File: config.mk
export PLATFORM = sky130hd
export DESIGN_NAME = core_pipe_top
export DESIGN_NICKNAME = d
export VERILOG_FILES = /design/src/source/rv_isa_pkg.sv /design/src/source/pipe_pkg.sv /design/src/source/inst_decode.sv /design/src/source/pipe_stage_reg.sv /design/src/source/pipe_ctrl.sv /design/src/source/exec_unit.sv /design/src/source/core_pipe_top.sv
export SDC_FILE = /design/constraint.sdc
export NUM_CORES = 2
export LEC_CHECK = 0
export BUFFER_PORTS_ARGS = -buffer_cell sky130_fd_sc_hd__buf_2
export CELL_PAD_IN_SITES_DETAIL_PLACEMENT = 1
export CELL_PAD_IN_SITES_GLOBAL_PLACEMENT = 1
export CORE_ASPECT_RATIO = 0.6
export CORE_MARGIN = 8
export CORE_UTILIZATION = 50
export CTS_BUF_LIST = sky130_fd_sc_hd__clkbuf_4 sky130_fd_sc_hd__clkbuf_8
export CTS_CLUSTER_DIAMETER = 120
export DETAILED_ROUTE_END_ITERATION = 10
export PLACE_DENSITY_LB_ADDON = 0.1
export SYNTH_ARGS = -nofsm -noshare
export SYNTH_HDL_FRONTEND = slang
export SYNTH_SLANG_ARGS = --single-unit
File: constraint.sdc
create_clock -name clk -period 11.8 [get_ports clk]
set_input_delay 2.36 -clock clk [delete_from_list [all_inputs] [get_ports clk]]
set_output_delay 2.36 -clock clk [all_outputs]
set_load 0.01 [all_outputs]
File: src/source/rv_isa_pkg.sv
package rv_isa_pkg;

  // datapath and pc width
  localparam int XLEN = 32;
  // instruction word width
  localparam int INST_LEN = 32;
  // x0..x31
  localparam int REG_ADDRWIDTH = 5;

  // addi x0,x0,0
  localparam logic [INST_LEN-1:0] INST_NOP = 32'h0000_0013;

  // major opcodes handled by the decoder
  typedef enum logic [6:0] {
    OP     = 7'b0110011,
    OP_IMM = 7'b0010011,
    LUI    = 7'b0110111,
    BRANCH = 7'b1100011,
    JAL    = 7'b1101111
  } opcode_e;

  // funct3 of register and immediate alu forms
  localparam logic [2:0] F3_ADD  = 3'b000;
  localparam logic [2:0] F3_SLL  = 3'b001;
  localparam logic [2:0] F3_SLT  = 3'b010;
  localparam logic [2:0] F3_SLTU = 3'b011;
  localparam logic [2:0] F3_XOR  = 3'b100;
  // srl or sra, picked by inst[30]
  localparam logic [2:0] F3_SR   = 3'b101;
  localparam logic [2:0] F3_OR   = 3'b110;
  localparam logic [2:0] F3_AND  = 3'b111;

  // funct3 of the conditional branches kept here
  localparam logic [2:0] F3_BEQ = 3'b000;
  localparam logic [2:0] F3_BNE = 3'b001;
  localparam logic [2:0] F3_BLT = 3'b100;
  localparam logic [2:0] F3_BGE = 3'b101;

  // alu operation carried by a micro-op
  typedef enum logic [3:0] {
    ALU_NONE,
    ALU_ADD,
    ALU_SUB,
    ALU_AND,
    ALU_OR,
    ALU_XOR,
    ALU_SLT,
    ALU_SLTU,
    ALU_SLL,
    ALU_SRL,
    ALU_SRA,
    ALU_LUI
  } alu_op_e;

  // branch compare, jal is unconditional
  typedef enum logic [2:0] {
    BR_NONE,
    BR_EQ,
    BR_NE,
    BR_LT,
    BR_GE,
    BR_JAL
  } br_op_e;

endpackage

File: src/source/pipe_pkg.sv
package pipe_pkg;

  // stage registers between decode and execute
  localparam int PIPE_DEPTH = 3;

  // one decoded instruction in flight
  typedef struct packed {
    logic                                valid;
    logic [rv_isa_pkg::XLEN-1:0]          pc;
    logic [rv_isa_pkg::INST_LEN-1:0]      inst;
    logic [rv_isa_pkg::REG_ADDRWIDTH-1:0] rd;
    logic [rv_isa_pkg::XLEN-1:0]          imm;
    logic [rv_isa_pkg::XLEN-1:0]          rs1_data;
    logic [rv_isa_pkg::XLEN-1:0]          rs2_data;
    rv_isa_pkg::alu_op_e                  alu_op;
    rv_isa_pkg::br_op_e                   br_op;
    logic                                use_imm;
  } uop_t;

  // bubble loaded by reset and flush
  localparam uop_t UOP_NOP = '{
    valid:    1'b0,
    pc:       '0,
    inst:     rv_isa_pkg::INST_NOP,
    rd:       '0,
    imm:      '0,
    rs1_data: '0,
    rs2_data: '0,
    alu_op:   rv_isa_pkg::ALU_NONE,
    br_op:    rv_isa_pkg::BR_NONE,
    use_imm:  1'b0
  };

  // one bit per stage, bit 0 is the entry stage
  typedef logic [PIPE_DEPTH-1:0] stage_vec_t;

endpackage

File: src/source/inst_decode.sv
`timescale 1ns/10ps

module inst_decode (
  input  logic                              issue_valid_i,
  input  logic [rv_isa_pkg::XLEN-1:0]       pc_i,
  input  logic [rv_isa_pkg::INST_LEN-1:0]   inst_i,
  input  logic [rv_isa_pkg::XLEN-1:0]       rs1_data_i,
  input  logic [rv_isa_pkg::XLEN-1:0]       rs2_data_i,
  output pipe_pkg::uop_t                    uop_o
);
  import rv_isa_pkg::*;
  import pipe_pkg::*;

  opcode_e         opcode;
  logic [2:0]      funct3;
  // inst[30] selects sub and sra
  logic            alt_bit;
  logic            supported;
  logic [XLEN-1:0] imm_i;
  logic [XLEN-1:0] imm_u;
  logic [XLEN-1:0] imm_b;
  logic [XLEN-1:0] imm_j;

  assign opcode  = opcode_e'(inst_i[6:0]);
  assign funct3  = inst_i[14:12];
  assign alt_bit = inst_i[30];

  // immediate formats
  assign imm_i = {{20{inst_i[31]}}, inst_i[31:20]};
  assign imm_u = {inst_i[31:12], 12'b0};
  assign imm_b = {{19{inst_i[31]}}, inst_i[31], inst_i[7], inst_i[30:25], inst_i[11:8], 1'b0};
  assign imm_j = {{11{inst_i[31]}}, inst_i[31], inst_i[19:12], inst_i[20], inst_i[30:21], 1'b0};

  // funct3 map shared by register and immediate forms
  function automatic alu_op_e alu_sel(input logic [2:0] f3, input logic alt);
    alu_op_e op;
    case (f3)
      F3_ADD:  op = alt ? ALU_SUB : ALU_ADD;
      F3_SLL:  op = ALU_SLL;
      F3_SLT:  op = ALU_SLT;
      F3_SLTU: op = ALU_SLTU;
      F3_XOR:  op = ALU_XOR;
      F3_SR:   op = alt ? ALU_SRA : ALU_SRL;
      F3_OR:   op = ALU_OR;
      default: op = ALU_AND;
    endcase
    return op;
  endfunction

  always_comb begin
    uop_o          = UOP_NOP;
    uop_o.pc       = pc_i;
    uop_o.inst     = inst_i;
    uop_o.rd       = inst_i[11:7];
    uop_o.rs1_data = rs1_data_i;
    uop_o.rs2_data = rs2_data_i;
    supported      = 1'b1;
    case (opcode)
      OP: begin
        uop_o.alu_op = alu_sel(funct3, alt_bit);
      end
      OP_IMM: begin
        // no subi, inst[30] only matters for shifts
        uop_o.alu_op  = alu_sel(funct3, alt_bit & (funct3 == F3_SR));
        uop_o.imm     = imm_i;
        uop_o.use_imm = 1'b1;
      end
      LUI: begin
        uop_o.alu_op  = ALU_LUI;
        uop_o.imm     = imm_u;
        uop_o.use_imm = 1'b1;
      end
      BRANCH: begin
        // conditional branches write no register
        uop_o.rd  = '0;
        uop_o.imm = imm_b;
        case (funct3)
          F3_BEQ:  uop_o.br_op = BR_EQ;
          F3_BNE:  uop_o.br_op = BR_NE;
          F3_BLT:  uop_o.br_op = BR_LT;
          F3_BGE:  uop_o.br_op = BR_GE;
          // unsigned compares not carried
          default: supported = 1'b0;
        endcase
      end
      JAL: begin
        uop_o.imm   = imm_j;
        uop_o.br_op = BR_JAL;
      end
      default: begin
        supported = 1'b0;
      end
    endcase
    // unsupported word travels as a bubble
    uop_o.valid = issue_valid_i & supported;
  end

endmodule

File: src/source/pipe_stage_reg.sv
`timescale 1ns/10ps

module pipe_stage_reg (
  input  logic           clk,
  input  logic           rst_i,
  input  logic           hold_i,
  input  logic           flush_i,
  input  pipe_pkg::uop_t uop_i,
  output pipe_pkg::uop_t uop_o
);
  import pipe_pkg::*;

  logic clear;

  // reset and flush both leave a bubble
  assign clear = rst_i | flush_i;

  always_ff @(posedge clk) begin
    if (clear) begin
      uop_o <= UOP_NOP;
    end else if (!hold_i) begin
      uop_o <= uop_i;
    end
  end

endmodule

File: src/source/pipe_ctrl.sv
`timescale 1ns/10ps

module pipe_ctrl (
  input  logic                stall_i,
  input  logic                branch_taken_i,
  input  pipe_pkg::stage_vec_t stage_valid_i,
  output pipe_pkg::stage_vec_t hold_o,
  output pipe_pkg::stage_vec_t flush_o,
  output logic                issue_ready_o
);
  import pipe_pkg::*;

  logic flush_all;

  // a stalled execute unit keeps the branch in place
  assign flush_all = branch_taken_i & ~stall_i;
  assign flush_o   = {PIPE_DEPTH{flush_all}};

  // walk from the last stage back to the entry stage
  always_comb begin
    logic full_tail;
    full_tail = stall_i;
    for (int k = PIPE_DEPTH - 1; k >= 0; k--) begin
      // held only if this stage and all after it are occupied
      full_tail = full_tail & stage_valid_i[k];
      // flush has priority
      hold_o[k] = full_tail & ~flush_all;
    end
  end

  // entry stage must be free to take a new word
  assign issue_ready_o = ~hold_o[0] & ~flush_o[0];

endmodule

File: src/source/exec_unit.sv
`timescale 1ns/10ps

module exec_unit (
  input  logic                                  clk,
  input  logic                                  rst_i,
  input  logic                                  stall_i,
  input  pipe_pkg::uop_t                        uop_i,
  output logic                                  branch_taken_o,
  output logic                                  result_valid_o,
  output logic [rv_isa_pkg::REG_ADDRWIDTH-1:0]  rd_o,
  output logic [rv_isa_pkg::XLEN-1:0]           result_o,
  output logic [rv_isa_pkg::XLEN-1:0]           res_pc_o,
  output logic                                  redirect_o,
  output logic [rv_isa_pkg::XLEN-1:0]           redirect_pc_o
);
  import rv_isa_pkg::*;

  logic [XLEN-1:0] op_a;
  logic [XLEN-1:0] op_b;
  logic [4:0]      shamt;
  logic [XLEN-1:0] alu_res;
  logic [XLEN-1:0] result_d;
  logic            rs_eq;
  logic            rs_lt;
  logic            cond;

  assign op_a  = uop_i.rs1_data;
  assign op_b  = uop_i.use_imm ? uop_i.imm : uop_i.rs2_data;
  assign shamt = op_b[4:0];

  always_comb begin
    case (uop_i.alu_op)
      ALU_ADD:  alu_res = op_a + op_b;
      ALU_SUB:  alu_res = op_a - op_b;
      ALU_AND:  alu_res = op_a & op_b;
      ALU_OR:   alu_res = op_a | op_b;
      ALU_XOR:  alu_res = op_a ^ op_b;
      ALU_SLT:  alu_res = {{(XLEN - 1){1'b0}}, $signed(op_a) < $signed(op_b)};
      ALU_SLTU: alu_res = {{(XLEN - 1){1'b0}}, op_a < op_b};
      ALU_SLL:  alu_res = op_a << shamt;
      ALU_SRL:  alu_res = op_a >> shamt;
      ALU_SRA:  alu_res = $unsigned($signed(op_a) >>> shamt);
      // immediate already shifted into place
      ALU_LUI:  alu_res = op_b;
      default:  alu_res = '0;
    endcase
  end

  // branch compare always on the two registers
  assign rs_eq = uop_i.rs1_data == uop_i.rs2_data;
  assign rs_lt = $signed(uop_i.rs1_data) < $signed(uop_i.rs2_data);

  always_comb begin
    case (uop_i.br_op)
      BR_EQ:   cond = rs_eq;
      BR_NE:   cond = ~rs_eq;
      BR_LT:   cond = rs_lt;
      BR_GE:   cond = ~rs_lt;
      BR_JAL:  cond = 1'b1;
      default: cond = 1'b0;
    endcase
  end

  assign branch_taken_o = uop_i.valid & cond;

  // branches and jal report the link value
  assign result_d = (uop_i.br_op != BR_NONE) ? uop_i.pc + 32'd4 : alu_res;

  always_ff @(posedge clk) begin
    if (rst_i) begin
      result_valid_o <= 1'b0;
      redirect_o     <= 1'b0;
    end else begin
      if (!stall_i) begin
        result_valid_o <= uop_i.valid;
      end
      // single pulse, never raised while stalled
      redirect_o <= branch_taken_o & ~stall_i;
    end
  end

  // result fields frozen under stall
  always_ff @(posedge clk) begin
    if (!stall_i) begin
      rd_o          <= uop_i.rd;
      result_o      <= result_d;
      res_pc_o      <= uop_i.pc;
      redirect_pc_o <= uop_i.pc + uop_i.imm;
    end
  end

endmodule

File: src/source/core_pipe_top.sv
`timescale 1ns/10ps

module core_pipe_top (
  input  logic                                  clk,
  input  logic                                  rst_i,
  input  logic                                  issue_valid_i,
  input  logic [rv_isa_pkg::XLEN-1:0]           pc_i,
  input  logic [rv_isa_pkg::INST_LEN-1:0]       inst_i,
  input  logic [rv_isa_pkg::XLEN-1:0]           rs1_data_i,
  input  logic [rv_isa_pkg::XLEN-1:0]           rs2_data_i,
  input  logic                                  stall_i,
  output logic                                  issue_ready_o,
  output logic                                  result_valid_o,
  output logic [rv_isa_pkg::REG_ADDRWIDTH-1:0]  rd_o,
  output logic [rv_isa_pkg::XLEN-1:0]           result_o,
  output logic [rv_isa_pkg::XLEN-1:0]           res_pc_o,
  output logic                                  redirect_o,
  output logic [rv_isa_pkg::XLEN-1:0]           redirect_pc_o
);
  import pipe_pkg::*;

  // chain[0] from decode, chain[k+1] out of stage k
  uop_t       chain [PIPE_DEPTH+1];
  stage_vec_t stage_valid;
  stage_vec_t hold;
  stage_vec_t flush;
  logic       branch_taken;

  inst_decode u_inst_decode (
    .issue_valid_i (issue_valid_i),
    .pc_i          (pc_i),
    .inst_i        (inst_i),
    .rs1_data_i    (rs1_data_i),
    .rs2_data_i    (rs2_data_i),
    .uop_o         (chain[0])
  );

  for (genvar k = 0; k < PIPE_DEPTH; k++) begin : g_stage
    pipe_stage_reg u_stage (
      .clk     (clk),
      .rst_i   (rst_i),
      .hold_i  (hold[k]),
      .flush_i (flush[k]),
      .uop_i   (chain[k]),
      .uop_o   (chain[k+1])
    );
    // occupancy seen by the control unit
    assign stage_valid[k] = chain[k+1].valid;
  end

  pipe_ctrl u_pipe_ctrl (
    .stall_i        (stall_i),
    .branch_taken_i (branch_taken),
    .stage_valid_i  (stage_valid),
    .hold_o         (hold),
    .flush_o        (flush),
    .issue_ready_o  (issue_ready_o)
  );

  // last stage drains into execute
  exec_unit u_exec_unit (
    .clk            (clk),
    .rst_i          (rst_i),
    .stall_i        (stall_i),
    .uop_i          (chain[PIPE_DEPTH]),
    .branch_taken_o (branch_taken),
    .result_valid_o (result_valid_o),
    .rd_o           (rd_o),
    .result_o       (result_o),
    .res_pc_o       (res_pc_o),
    .redirect_o     (redirect_o),
    .redirect_pc_o  (redirect_pc_o)
  );

endmodule

After elaboration in Yosys (flattened, before gate mapping). Cells that the tools add are included.

Flip-flop bits (word level): 529.

Bitwise gates (word level): 20. Equality and inequality tests: 28. $lt $le $gt $ge: 3. Shift-type cells: 3. Add/subtract/negate cells: 4. Multiplexer cells: 18. Reductions and logical operators: 5.

Operators with widths (number): $pmux 32 s11 (1); $pmux 32 s4 (1); $lt 32x32->1 (3); $add 32x32->32 (2); $mux 32 (2); $pmux 4 s7 (2); $add 32x3->32 const B (1); $and 32x32->32 (1); $eq 32x32->1 (1); $or 32x32->32 (1); $shl 32x5->32 (1); $shr 32x5->32 (1); $sshr 32x5->32 (1); $sub 32x32->32 (1); $xor 32x32->32 (1); $eq 4x3->1 const B (4); $eq 4x4->1 const B (4); $eq 3x3->1 const B (5); $eq 7x6->1 const B (2); $eq 7x7->1 const B (2); $eq 3x2->1 const B (4); $pmux 3 s4 (1); $pmux 4 s3 (1); $and 1x1->1 (11); other kinds (16) (27).

Longest topological paths before layout.
Depth after elaboration: 9. Mapped depth: 19. Gate-level depth less buffers: 15.

Hierarchy. From an unflattened synthesis, not the netlist that was laid out.

Cell total of the unflattened synthesis: 3903. Area total of the unflattened synthesis: 36128.4 µm².

By module, submodules not included: pipe_stage_reg (seq. area each 3483.3 µm², area an instance 6187.2 µm², times used 3, cells an instance 563); exec_unit (seq. area each 3072.9 µm², area an instance 15927.8 µm², times used 1, cells an instance 1984); inst_decode (seq. area each 0.0 µm², area an instance 1577.8 µm², times used 1, cells an instance 222); pipe_ctrl (seq. area each 0.0 µm², area an instance 61.3 µm², times used 1, cells an instance 8).

Least setup slack after synthesis. No wires, ideal clock.

Path type: input port to output port. Start point: input stall_i. End point: output issue_ready_o. Stages: 6. Setup slack: 4.227 ns. Arrival: 5.213 ns. Cells stage by stage: inv_1 nand2_1 a21oi_1 a21boi_0 o311ai_1 and2_1.

Longest elaborated chain between the ends: 6.

RTL lines: start, declared (RTL line core_pipe_top.sv:11) `input logic stall_i,`; $and 1x1->1 / $not 1->1 (equally long branches) (RTL line pipe_ctrl.sv:25, pipe_ctrl.sv:16); $and 1x1->1 (on tied branches) (RTL line pipe_ctrl.sv:25, pipe_ctrl.sv:16); $and 1x1->1 / $not 1->1 (equally long branches) (RTL line pipe_ctrl.sv:25, pipe_ctrl.sv:27, pipe_ctrl.sv:32); $and 1x1->1 (RTL line pipe_ctrl.sv:27) `hold_o[k] = full_tail & ~flush_all;`; $not 1->1 (RTL line pipe_ctrl.sv:32) `assign issue_ready_o = ~hold_o[0] & ~flush_o[0];`; $and 1x1->1 (*) (RTL line pipe_ctrl.sv:32); end, declared (RTL line core_pipe_top.sv:12) `output logic issue_ready_o,`.

Mark *: on every way between the ends. The rest lies on a longest branch, timed or not.

Final worst setup path.
Start point: register g_stage[2].u_stage.uop_o[41] (netlist name). End point: output issue_ready_o.

Longest elaborated chain between the ends: 9.

RTL lines: start, declared (RTL line pipe_stage_reg.sv:9) `output pipe_pkg::uop_t uop_o`; start signal, assigned (RTL line pipe_stage_reg.sv:22) `uop_o <= uop_i;`; $lt 32x32->1 / $eq 32x32->1 (equally long branches) (RTL line exec_unit.sv:51, exec_unit.sv:50); $not 1->1 (on tied branches) (RTL line exec_unit.sv:58, exec_unit.sv:56); $pmux 1 s5 (*) (RTL line exec_unit.sv:54) `case (uop_i.br_op)`; $and 1x1->1 (*) (RTL line exec_unit.sv:64) `assign branch_taken_o = uop_i.valid & cond;`; $and 1x1->1 (*) (RTL line pipe_ctrl.sv:16) `assign flush_all = branch_taken_i & ~stall_i;`; $not 1->1 (*) (RTL line pipe_ctrl.sv:27, pipe_ctrl.sv:32); $and 1x1->1 (RTL line pipe_ctrl.sv:27); $not 1->1 (RTL line pipe_ctrl.sv:32); $and 1x1->1 (*) (RTL line pipe_ctrl.sv:32).

Marked as above.

==> impl_metrics.yaml <==
synthesis:
  yosys_register_bits: 529
  yosysTopAreaCell: "dfxtp_1"
  synth_top_area_share_pct: 28.41
  yosysWarnings: 0
  synth_edf_count: 101
  ys_top_cells_by_count: "nand2_1, a21oi_1, dfxtp_1"
  synth-main-ff-cell: "dfxtp_1"
  ys_types: 85
  synthTopCellsByArea: "dfxtp_1, nand2_1, edfxtp_1"
  syn_area_per_cell_um2: 7.831
  syn_nets: 4157
  synth-seq-area-share_pct: 38.47
  async_reset_ff_share_pct: 0
  syn_area_um2: 30160
  yosysMostFrequentCell: "nand2_1"
  syn-instance-count: 3851
detailed_routing:
  remaining_drc_errors: 0
  wl_per_cell_um: 33.01
  vias: 33780
  drt_first_pass_iters: 8
  drt_iter0_drc: 5450
  antenna_left: 0
  viasPerCell: 7.003
  wl_um: 159200
placed_design:
  io_buffers: 235
  routabilityCongestion: 1.058
  place_hpwl_um: 104000
  place_area_um2: 31840
setup_path:
  cpMaxStageDelayCell: "dfxtp_1"
  worstPathMaxFanout: 9
  reg2regPathDepth: 14
  cp-start-kind: "flop"
  worstSetupEndpointType: "output pin"
  path_buf_inv: 1
  critPathMaxStageDelay_ns: 0.80
  worstPathRequired_ns: 9.44
  critPathLaunch: "g_stage[2].u_stage.uop_o[41]$_SDFFE_PP0N_"
  crit_arrival_ns: 4.87
  r2r_slack_ns: 5.57
  reg2reg_to: "u_exec_unit.result_o[0]$_DFFE_PN_"
  crit_family: "compound AO/OA/AOI/OAI gates"
  critPathKind: "flop to output pin"
  worstReg2RegStart: "g_stage[2].u_stage.uop_o[0]$_SDFFE_PP0N_"
  endpoint: "issue_ready_o"
  cp_cell_sequence: "ha_1, nor2b_1, o21a_1, o21a_1, o21ai_0, a21boi_0, o21ai_0, a21oi_1, o311ai_1, and2_1, buf_2"
  worst-path-stages: 11
run_status:
  status: "finished clean"
sta:
  period_needed_ns: 7.230
  worstMarginPinSlew_ns: 1.331
  setup_viol: 0
  maxSlewHeadroom_pct: 8.757
  fin_setup_tns_ns: 0
  fmax_ghz: 0.1383
  fin_skew_ns: 0.05774
  finalMaxSlewViolations: 0
  post-route-period-util_pct: 61.27
  rsz0062_at_grt: "false"
  hold_viol: 0
grt:
  grt_usage_pct: 44.31
  gr-usage-met3_pct: 16.27
  met1_usage_pct: 55.06
  grt_max_degree: 215
  grt_pass1_wl_um: 231600
  grt_busiest_layer: "met2"
  gr-usage-met2_pct: 67.31
  grt-ovfl-total: 0
  grt_pass1_vias: 34590
  antenna_found_initial: 17
layout:
  layout-drive-gt1-share_pct: 12.46
  syn2layout_area_growth_pct: 11.38
  fillers: 7217
  finalNetCount: 4280
  stdcell_area_um2: 33590
clock_network:
  cts_made_buffers: 77
  tritoncts: "built"
  cts_hold_buf: 0
  clk_pin_slew_worst_paths_ns: 0.08
  clock-sinks: 529
  htreeDepth: 3
  clockRootBuffer: "clkbuf_8"
  cts_buffer_depth: 3
  clk_latency_ns: 0.75
  cts_setup_buffers: 0
  ctsResizeCount: 0
floorplan:
  die_h_um: 206.2
  num_rows: 69
  core-area_um2: 59400
  ios: 236
  die-area_um2: 68680
  initial_core_util_pct: 50.77
  die_w_um: 333.1
power_and_ir_drop:
  powerDensity_nw_per_um2: 123.1
  combinationalPowerShare_pct: 10.5
  seqPwrFrac_pct: 47.3
  clock_power_share_pct: 42.2
  p_switching_uw: 1216
  sw_frac_of_total_pct: 29.42
  p_total_uw: 4133
  vdd_drop_max_v: 0.0001171
  p_int_uw: 2917
  leakage_uw: 0.01352
worst_hold_path:
  hp-class: "flop to flop"
flow_run:
  cap_viol_max_count: 0
## power groups by stage
stage          clock (uW)  combinational [uW]  sequential [uW]
3_3_place_gp            0                 369             1980
4_1_cts              1710                 413             1950
5_1_grt              1780                 450             1960
6_report             1750                 434             1950
3_5_place_dp            0                 390             1980
2_1_floorplan           0                 230             1980
## metal layers
layer | vias to the layer above | share of wire (%)
li1 | 13700 | -
met2 | 2812 | 42
met3 | 821 | 13
met1 | 16430 | 38
met5 | - | 0.17
met4 | 20 | 6.3
## cells in the final DEF (no fill, tap or decap), drive strengths merged, types with 40 or more instances in the layout
cell | Yosys | routed
mux2i | 103 | 103
nor3 | 73 | 73
dfxtp | 428 | 428
clkbuf | 193 | 124
o22ai | 55 | 55
o21ai | 145 | 145
buf | 66 | 303
nor2 | 227 | 227
ha | 171 | 171
nand2 | 960 | 960
a21oi | 578 | 578
xnor2 | 45 | 45
o211ai | 40 | 40
inv | 139 | 141
edfxtp | 101 | 101
nand3 | 44 | 44
## worst min-delay path: cells and delay by family (launching register included)
kind	cells	cell delay (ns)
flops	1	0.31
compound gates	1	0.05
simple gates	1	0.05
## flip-flops by register name, summed over array words and instances (netlist names)
| name | flops |
|---|---|
| u_exec_unit.result_o | 32 |
| g_stage.u_stage.uop_o | 426 |
| u_exec_unit.result_valid_o | 1 |
| u_exec_unit.rd_o | 5 |
| u_exec_unit.redirect_o | 1 |
| u_exec_unit.redirect_pc_o | 32 |
| u_exec_unit.res_pc_o | 32 |
## cell type report
class / count / area (um^2) / area share (%)
Antenna cell: 7 / 17.52 / 0.05215
Clock inverter: 17 / 152.6 / 0.4545
Multi-Input combinational cell: 2923 / 17030 / 50.71
Timing Repair Buffer: 303 / 1699 / 5.059
Clock buffer: 124 / 1575 / 4.690
Tap cell: 781 / 977.2 / 2.909
Inverter: 140 / 530.5 / 1.579
Sequential cell: 529 / 11600 / 34.54
## stage by stage
stage / utilization [%] / setup slack, ns / hold slack (ns) / instances
global placement: 53.61 / 5.263 / 0.4185 / 4676
global route: 56.53 / 4.685 / 0.4581 / 4819
floorplan: - / 4.227 / 0.4081 / 3851
detailed placement: 53.61 / 5.202 / 0.4330 / 4676
finish: 56.55 / 4.570 / 0.4489 / 4824
CTS: 56.52 / 4.798 / 0.4522 / 4817
## cell families after synthesis
group / after synthesis / synth area share (%)
DFF: 529 / 38.47
and+or+nand+nor: 1432 / 19.48
xor gates and xnor gates: 71 / 2.062
AOI/OAI and AO/OA: 1122 / 22.43
buffers and inverters: 399 / 5.265
adders and majority gates: 174 / 7.294
muxes: 124 / 4.995
## worst min path at each step
stage	endpoint	cells after the start	startpoint
final	g_stage[1].u_stage.uop_o[31]$_SDFFE_PP0N_	2	g_stage[0].u_stage.uop_o[31]$_SDFFE_PP0N_
after global routing	u_exec_unit.rd_o[4]$_DFFE_PN_	0	g_stage[2].u_stage.uop_o[108]$_SDFFE_PP0N_
after CTS	g_stage[2].u_stage.uop_o[71]$_SDFFE_PP0N_	2	g_stage[1].u_stage.uop_o[71]$_SDFFE_PP0N_
after detailed placement	u_exec_unit.rd_o[4]$_DFFE_PN_	0	g_stage[2].u_stage.uop_o[108]$_SDFFE_PP0N_
after global placement	u_exec_unit.rd_o[2]$_DFFE_PN_	0	g_stage[2].u_stage.uop_o[106]$_SDFFE_PP0N_
after floorplan	u_exec_unit.rd_o[0]$_DFFE_PN_	0	g_stage[2].u_stage.uop_o[104]$_SDFFE_PP0N_
(Power assumes the default switching activity.)
